$ cat src/source/wb_pkg.sv
`default_nettype none

package wb_pkg;

    // Two bits cover the three independent result sources
    localparam int STATUS_WIDTH = 2;

    typedef logic [4:0] reg_addr_t;
    typedef logic [STATUS_WIDTH-1:0] reg_status_t;

    // Same encoding as the funct3 field of RV32I loads
    typedef enum logic [2:0] {
        LOAD_LB  = 3'b000,
        LOAD_LH  = 3'b001,
        LOAD_LW  = 3'b010,
        LOAD_LBU = 3'b100,
        LOAD_LHU = 3'b101
    } load_op_e;

    typedef struct packed {
        reg_addr_t   addr;
        logic [31:0] value;
        reg_status_t reg_status;
        logic        speculative;
    } wb_op_t;

    typedef struct packed {
        reg_addr_t   addr;
        reg_status_t reg_status;
        logic [1:0]  offset;
        load_op_e    op;
    } mem_cmd_t;

    // Picks the addressed byte or halfword out of the word and extends it
    function automatic logic [31:0] align_load(
        input logic [31:0] word,
        input logic [1:0]  offset,
        input load_op_e    op
    );
        logic [31:0] shifted;
        shifted = word >> {offset, 3'b000};
        case (op)
            LOAD_LB:  return {{24{shifted[7]}}, shifted[7:0]};
            LOAD_LH:  return {{16{shifted[15]}}, shifted[15:0]};
            LOAD_LBU: return {24'b0, shifted[7:0]};
            LOAD_LHU: return {16'b0, shifted[15:0]};
            default:  return word;
        endcase
    endfunction

endpackage

`default_nettype wire

$ cat src/source/result_fifo.sv
`timescale 1ns/1ns
`default_nettype none

module result_fifo #(
    parameter int DEPTH = 4,
    parameter type item_t = logic [31:0]
) (
    input  logic  clk,
    input  logic  rst,
    input  logic  push,
    input  item_t push_item,
    input  logic  pop,
    output logic  not_empty,
    output item_t head,
    output logic  credit
);

    localparam int PTR_W = (DEPTH > 1) ? $clog2(DEPTH) : 1;
    localparam int CNT_W = $clog2(DEPTH + 1);

    item_t mem [DEPTH];

    logic [PTR_W-1:0] wr_ptr;
    logic [PTR_W-1:0] rd_ptr;
    logic [CNT_W-1:0] count;
    logic             do_push;
    logic             do_pop;

    // A push beyond DEPTH would break the credit contract, drop it
    assign do_push   = push && (count != CNT_W'(DEPTH));
    assign do_pop    = pop && not_empty;
    assign not_empty = (count != '0);
    assign head      = mem[rd_ptr];

    always_ff @(posedge clk) begin
        if (do_push) begin
            mem[wr_ptr] <= push_item;
        end
    end

    always_ff @(posedge clk) begin
        if (rst) begin
            wr_ptr <= '0;
            rd_ptr <= '0;
            count  <= '0;
            credit <= 1'b0;
        end else begin
            if (do_push) begin
                wr_ptr <= (wr_ptr == PTR_W'(DEPTH - 1)) ? '0 : wr_ptr + 1'b1;
            end
            if (do_pop) begin
                rd_ptr <= (rd_ptr == PTR_W'(DEPTH - 1)) ? '0 : rd_ptr + 1'b1;
            end
            case ({do_push, do_pop})
                2'b10:   count <= count + 1'b1;
                2'b01:   count <= count - 1'b1;
                default: count <= count;
            endcase
            // One credit back to the producer per freed entry
            credit <= do_pop;
        end
    end

endmodule

`default_nettype wire

$ cat src/source/load_join_stage.sv
`timescale 1ns/1ns
`default_nettype none

module load_join_stage #(
    parameter int DEPTH = 4
) (
    input  logic              clk,
    input  logic              rst,
    input  logic              mcmd_valid,
    input  wb_pkg::mem_cmd_t  mcmd,
    output logic              mcmd_credit,
    input  logic              mem_rsp_valid,
    input  logic [31:0]       mem_rsp_data,
    input  logic              ld_pop,
    output logic              ld_valid,
    output wb_pkg::wb_op_t    ld_op
);

    wb_pkg::mem_cmd_t cmd_head;
    logic             cmd_ready;
    logic [31:0]      data_head;
    logic             data_ready;

    // Pending load commands, one per issued load
    result_fifo #(
        .DEPTH (DEPTH),
        .item_t(wb_pkg::mem_cmd_t)
    ) cmd_fifo (
        .clk      (clk),
        .rst      (rst),
        .push     (mcmd_valid),
        .push_item(mcmd),
        .pop      (ld_pop),
        .not_empty(cmd_ready),
        .head     (cmd_head),
        .credit   (mcmd_credit)
    );

    // Data words arrive in command order, the command credit
    // already reserved a slot here
    result_fifo #(
        .DEPTH (DEPTH),
        .item_t(logic [31:0])
    ) data_fifo (
        .clk      (clk),
        .rst      (rst),
        .push     (mem_rsp_valid),
        .push_item(mem_rsp_data),
        .pop      (ld_pop),
        .not_empty(data_ready),
        .head     (data_head),
        .credit   ()
    );

    // A load is complete once both halves are present
    assign ld_valid = cmd_ready && data_ready;

    always_comb begin
        ld_op.addr        = cmd_head.addr;
        ld_op.value       = wb_pkg::align_load(data_head, cmd_head.offset, cmd_head.op);
        ld_op.reg_status  = cmd_head.reg_status;
        ld_op.speculative = 1'b0;
    end

endmodule

`default_nettype wire

$ cat src/source/writeback_arbiter.sv
`timescale 1ns/1ns
`default_nettype none

module writeback_arbiter (
    input  logic           clk,
    input  logic           rst,
    input  logic           exe_ready,
    input  wb_pkg::wb_op_t exe_head,
    input  logic           sys_ready,
    input  wb_pkg::wb_op_t sys_head,
    input  logic           ld_valid,
    input  wb_pkg::wb_op_t ld_op,
    output logic           exe_pop,
    output logic           sys_pop,
    output logic           ld_pop,
    output logic           wb_valid,
    output wb_pkg::wb_op_t wb_op
);

    typedef enum logic [1:0] {
        SRC_EXE = 2'd0,
        SRC_LD  = 2'd1,
        SRC_SYS = 2'd2
    } src_e;

    // Expected tag per architectural register
    wb_pkg::reg_status_t status_table [32];

    logic              sweeping;
    wb_pkg::reg_addr_t sweep_addr;
    src_e              rr_ptr;

    logic           exe_ok;
    logic           ld_ok;
    logic           sys_ok;
    logic           take_exe;
    logic           take_ld;
    logic           take_sys;
    logic           take_any;
    wb_pkg::wb_op_t win_op;

    // Three read ports, one per candidate
    assign exe_ok = !sweeping && exe_ready
                    && (status_table[exe_head.addr] == exe_head.reg_status);
    assign ld_ok  = !sweeping && ld_valid
                    && (status_table[ld_op.addr] == ld_op.reg_status);
    assign sys_ok = !sweeping && sys_ready
                    && (status_table[sys_head.addr] == sys_head.reg_status);

    always_comb begin
        take_exe = 1'b0;
        take_ld  = 1'b0;
        take_sys = 1'b0;
        case (rr_ptr)
            SRC_EXE: take_exe = exe_ok;
            SRC_LD:  take_ld  = ld_ok;
            default: take_sys = sys_ok;
        endcase
        // Source under the pointer has nothing to give
        if (!(take_exe || take_ld || take_sys)) begin
            if (exe_ok) begin
                take_exe = 1'b1;
            end else if (ld_ok) begin
                take_ld = 1'b1;
            end else if (sys_ok) begin
                take_sys = 1'b1;
            end
        end
    end

    assign take_any = take_exe || take_ld || take_sys;

    always_comb begin
        if (take_exe) begin
            win_op = exe_head;
        end else if (take_ld) begin
            win_op = ld_op;
        end else begin
            win_op = sys_head;
        end
    end

    assign exe_pop = take_exe;
    assign ld_pop  = take_ld;
    assign sys_pop = take_sys;

    always_ff @(posedge clk) begin
        if (rst) begin
            sweeping   <= 1'b1;
            sweep_addr <= '0;
            rr_ptr     <= SRC_EXE;
            wb_valid   <= 1'b0;
        end else begin
            if (sweeping) begin
                sweep_addr <= sweep_addr + 1'b1;
                if (sweep_addr == 5'd31) begin
                    sweeping <= 1'b0;
                end
            end
            wb_valid <= take_any;
            if (take_exe) begin
                rr_ptr <= SRC_LD;
            end else if (take_ld) begin
                rr_ptr <= SRC_SYS;
            end else if (take_sys) begin
                rr_ptr <= SRC_EXE;
            end
        end
    end

    always_ff @(posedge clk) begin
        if (take_any) begin
            wb_op <= win_op;
        end
    end

    // Sweep clears one entry per cycle, afterwards each taken result
    // advances the tag its register expects next
    always_ff @(posedge clk) begin
        if (sweeping) begin
            status_table[sweep_addr] <= '0;
        end else if (take_any) begin
            status_table[win_op.addr] <= win_op.reg_status + 1'b1;
        end
    end

endmodule

`default_nettype wire

$ cat src/source/writeback_top.sv
`timescale 1ns/1ns
`default_nettype none

module writeback_top #(
    parameter int DEPTH = 4
) (
    input  logic              clk,
    input  logic              rst,
    input  logic              exe_valid,
    input  wb_pkg::wb_op_t    exe_op,
    output logic              exe_credit,
    input  logic              sys_valid,
    input  wb_pkg::wb_op_t    sys_op,
    output logic              sys_credit,
    input  logic              mcmd_valid,
    input  wb_pkg::mem_cmd_t  mcmd,
    output logic              mcmd_credit,
    input  logic              mem_rsp_valid,
    input  logic [31:0]       mem_rsp_data,
    output logic              wb_valid,
    output wb_pkg::wb_op_t    wb_op
);

    logic           exe_ready;
    logic           exe_pop;
    wb_pkg::wb_op_t exe_head;
    logic           sys_ready;
    logic           sys_pop;
    wb_pkg::wb_op_t sys_head;
    logic           ld_valid;
    logic           ld_pop;
    wb_pkg::wb_op_t ld_op;

    result_fifo #(.DEPTH(DEPTH), .item_t(wb_pkg::wb_op_t)) exe_fifo (
        .clk(clk), .rst(rst),
        .push(exe_valid), .push_item(exe_op),
        .pop(exe_pop), .not_empty(exe_ready), .head(exe_head),
        .credit(exe_credit)
    );

    result_fifo #(.DEPTH(DEPTH), .item_t(wb_pkg::wb_op_t)) sys_fifo (
        .clk(clk), .rst(rst),
        .push(sys_valid), .push_item(sys_op),
        .pop(sys_pop), .not_empty(sys_ready), .head(sys_head),
        .credit(sys_credit)
    );

    load_join_stage #(.DEPTH(DEPTH)) load_join (
        .clk(clk), .rst(rst),
        .mcmd_valid(mcmd_valid), .mcmd(mcmd), .mcmd_credit(mcmd_credit),
        .mem_rsp_valid(mem_rsp_valid), .mem_rsp_data(mem_rsp_data),
        .ld_pop(ld_pop), .ld_valid(ld_valid), .ld_op(ld_op)
    );

    writeback_arbiter arbiter (
        .clk(clk), .rst(rst),
        .exe_ready(exe_ready), .exe_head(exe_head),
        .sys_ready(sys_ready), .sys_head(sys_head),
        .ld_valid(ld_valid), .ld_op(ld_op),
        .exe_pop(exe_pop), .sys_pop(sys_pop), .ld_pop(ld_pop),
        .wb_valid(wb_valid), .wb_op(wb_op)
    );

endmodule

`default_nettype wire

$ cat config.mk
export PLATFORM = sky130hd
export DESIGN_NAME = writeback_top
export DESIGN_NICKNAME = d
export VERILOG_FILES = /design/src/source/wb_pkg.sv /design/src/source/result_fifo.sv /design/src/source/load_join_stage.sv /design/src/source/writeback_arbiter.sv /design/src/source/writeback_top.sv
export SDC_FILE = /design/constraint.sdc
export NUM_CORES = 1
export LEC_CHECK = 0
export ABC_CLOCK_PERIOD_IN_PS = 7090
export BUFFER_PORTS_ARGS = -buffer_cell sky130_fd_sc_hd__buf_4
export CAP_MARGIN = 20
export CORE_MARGIN = 10
export CORE_UTILIZATION = 55
export CTS_CLUSTER_DIAMETER = 100
export DETAILED_ROUTE_END_ITERATION = 7
export GPL_ROUTABILITY_DRIVEN = 1
export PLACE_DENSITY = 0.73
export SLEW_MARGIN = 10
export SYNTH_ARGS = -nofsm -noshare
export SYNTH_HDL_FRONTEND = slang
export SYNTH_SLANG_ARGS = --single-unit
$ cat constraint.sdc
create_clock -name clk -period 7.09 [get_ports clk]
set_clock_uncertainty 0.05 [all_clocks]
set_input_delay 1.0635 -clock clk [delete_from_list [all_inputs] [get_ports clk]]
set_output_delay 1.0635 -clock clk [all_outputs]
set_load 0.01 [all_outputs]
==> flow_metrics.py <==
metrics = {
    "cts": {
        "hold_buffers": 0,
        "clkLatencyLatePin_ns": 0.60,
        "clockRootBuffer": "clkbuf_16",
        "cts_made_buffers": 66,
        "cts-resized-gates": 0,
        "clock_sinks": 648,
        "post_cts_buffers": 0,
        "cts.htree.levels": 3,
        "clk_pin_slew_ns": 0.06,
        "clockBufferDepth": 3,
        "cts_tree": "done",
    },
    "finish": {
        "finalNetCount": 1940,
        "synthToLayoutAreaGrowth_pct": 14.8,
        "final_cells": 2498,
        "drive_above_1_share_pct": 24.4,
        "stdcell_area_um2": 31200,
        "mostFrequentLayoutCells": "edfxtp_1 (600), buf_4 (192), mux2i_1 (132)",
        "final_common_cell": "edfxtp_1",
    },
    "synthesis": {
        "async_flop_share_pct": 0,
        "synth.top_cell.area_share_pct": 66.3,
        "synth.avg_cell_area_um2": 17.0,
        "seq_area_frac_synth_pct": 69.9,
        "ys_ff_latch": 648,
        "syn_nets": 1756,
        "yosys.area.top_type": "edfxtp_1",
        "synth_edf_count": 600,
        "yosys-top-cells-area": "edfxtp_1 (66%), mux4_2 (11%), mux2i_1 (4.9%)",
        "netlist_instances": 1596,
        "synth_warnings": 0,
        "syn_area_um2": 27200,
        "ys.flop_type": "edfxtp_1",
        "ys_types": 69,
    },
    "power": {
        "p_sw_mw": 1.76,
        "p_comb_share_pct": 6.4,
        "pwr-share-seq_pct": 53.2,
        "power_frac_clock_pct": 40.4,
        "internal_power_mw": 6.41,
        "ir_worst_vdd_mv": 0.173,
        "p_leak_nw": 10.7,
        "p_per_area_nw_per_um2": 262,
        "swShare_pct": 21.5,
    },
    "drt": {
        "wire_per_inst_um": 26.3,
        "dr.max_layer_used": "met5",
        "routed_via_density": 6.16,
        "routed-via-count": 15400,
        "drt_iter0_drc": 1718,
        "wl_met2_um": 31600,
        "routed_wl_um": 65700,
        "detail-route-antenna-nets": 0,
        "dr.pass1.iters": 5,
        "dr_wl_met3_um": 5840,
        "drc": 0,
        "met1_length_um": 26600,
    },
    "worst_setup_path": {
        "worst_ep_required_time_ns": 7.33,
        "path_class": "reg2reg",
        "start_kind": "flop",
        "crit_path_max_fanout": 59,
        "critPathArrivalTime_ns": 6.04,
        "cp-end-kind": "flop",
        "rrSetupSlack_ns": 1.29,
        "r2r_end": "arbiter.status_table[11][1]$_DFFE_PP_",
        "reg2reg_depth": 14,
    },
    "global_routing": {
        "first_global_vias": 15200,
        "grt_max_degree": 70,
        "antenna_found_initial": 10,
        "grt-ovfl-total": 0,
        "grt_pass1_wl_um": 97400,
        "grtUsageTotal_pct": 22.1,
    },
    "die": {
        "fp-row-count": 81,
        "die_h_um": 242,
        "core_area_um2": 48800,
        "die_area_um2": 58700,
        "start_util_pct": 55.6,
        "ios": 174,
        "die_x_um": 242,
    },
    "timing": {
        "setup_viol": 0,
        "worstMarginPinSlew_ns": 1.10,
        "final_hold_viol_count": 0,
        "final.period_utilization_pct": 81.8,
        "slew_viol_final": 0,
        "rsz0062_at_grt": "false",
        "max_freq_ghz": 0.172,
        "tns_ns": 0,
        "max-slew-margin-rel_pct": 27.0,
        "fin_hold_ws_ns": 0.455,
        "min_period_ns": 5.80,
    },
    "placement": {
        "gp_congestion": 0.954,
        "port-buffer-count": 173,
        "place_area_um2": 29100,
        "dp_cells": 2371,
        "place_hpwl_um": 44500,
    },
    "min_path": {
        "hp-start": "load_join.cmd_fifo.wr_ptr[1]$_SDFFE_PP0P_",
        "min_to": "load_join.cmd_fifo.wr_ptr[1]$_SDFFE_PP0P_",
        "min_path_type": "reg2reg",
        "hold_path_depth": 2,
    },
    "job": {
        "drv_cap": 0,
    },
    "status": {
        "status": "complete, no violations",
    },
}
==> Yosys cell counts (all sizes together) (17+ instances only) <==
| master | instances |
|---|---|
| clkbuf | 42 |
| mux4 | 127 |
| ha | 26 |
| edfxtp | 600 |
| a21oi | 44 |
| nand2 | 86 |
| mux2i | 133 |
| nor2 | 95 |
| buf | 39 |
| nand3 | 22 |
| o21ai | 69 |
| a21o | 17 |
| nor3 | 19 |
| inv | 40 |
| and3 | 20 |
| dfxtp | 48 |
| a22oi | 20 |
==> metrics by stage <==
step | setup slack, ns | util, % | power [mW]
floorplan | 2.21 | - | 4.72
finish | 1.29 | 63.8 | 8.17
CTS | 1.27 | 63.7 | 8.22
detailed placement | 1.31 | 59.5 | 4.95
global placement | 1.38 | 59.4 | 4.92
global route | 0.911 | 63.8 | 8.42
==> worst max-delay path, cell delays in order (launching register included) <==
cell and delay [ns]:
dfxtp_1 0.91, mux4_2 0.92, inv_1 0.36, mux2i_1 0.23
a32oi_1 0.07, o211ai_1 0.40, o21a_1 0.21, o21a_2 0.20
a21boi_4 0.52, buf_4 0.65, mux2i_1 0.16, o21ai_0 0.31
xnor2_1 0.17, nor2_1 0.06, buf_4 0.26
==> how the worst max path moves through the flow <==
stage	startpoint	endpoint	slack [ns]
after floorplan	flop	arbiter.status_table[30][0]$_DFFE_PP_	2.21
after global placement	flop	arbiter.status_table[12][1]$_DFFE_PP_	1.38
after detailed placement	flop	arbiter.status_table[15][1]$_DFFE_PP_	1.31
after CTS	flop	arbiter.status_table[10][1]$_DFFE_PP_	1.27
after global routing	flop	arbiter.status_table[6][1]$_DFFE_PP_	0.91
final	flop	arbiter.status_table[11][1]$_DFFE_PP_	1.29
==> power groups by stage <==
| stage | Clock (mW) | Sequential (mW) | Combinational (mW) |
|---|---|---|---|
| after floorplan | 0 | 4.42 | 0.306 |
| after global placement | 0 | 4.42 | 0.503 |
| after detailed placement | 0 | 4.43 | 0.516 |
| after CTS | 3.35 | 4.35 | 0.519 |
| after global routing | 3.50 | 4.36 | 0.564 |
| final | 3.30 | 4.35 | 0.526 |
==> cell type report <==
cell class | instances | area [µm²]
fill | 3424 | 17700
inverter | 41 | 154
antenna | 3 | 7.51
sequential | 648 | 19000
clock buffer | 90 | 1810
multi-input combinational | 826 | 7640
timing repair buffer | 197 | 1540
clock inverter | 29 | 224
tap | 664 | 831
==> cell families (layout without fill, tap and decap cells) <==
family | after synthesis | after routing | share of synthesized area, %
buffers and inverters | 122 | 357 | 2.05
muxes | 265 | 265 | 15.7
xor gates and xnor gates | 14 | 14 | 0.451
AOI/OAI and AO/OA | 212 | 212 | 5.10
other | 0 | 3 | 0
adders and majority gates | 30 | 30 | 1.49
DFF | 648 | 648 | 69.9
and+or+nand+nor | 305 | 305 | 5.33
==> sequential cells by signal (all words and copies together) (netlist names), 3 cells and up, named ones only <==
name	flops
load_join.data_fifo.mem	128
exe_fifo.count	3
arbiter.status_table	64
exe_fifo.mem	160
arbiter.sweep_addr	5
load_join.cmd_fifo.count	3
sys_fifo.count	3
arbiter.wb_op	40
load_join.cmd_fifo.mem	48
load_join.data_fifo.count	3
sys_fifo.mem	160
==> per-layer routing <==
| metal | vias up | track usage (%) |
|---|---|---|
| li1 | 6685 | - |
| met3 | 120 | 5.40 |
| met2 | 705 | 34.8 |
| met1 | 7874 | 29.8 |
| met4 | 16 | 7.31 |
| met5 | - | 0 |
No activity file was read; power rests on OpenSTA's default activity.
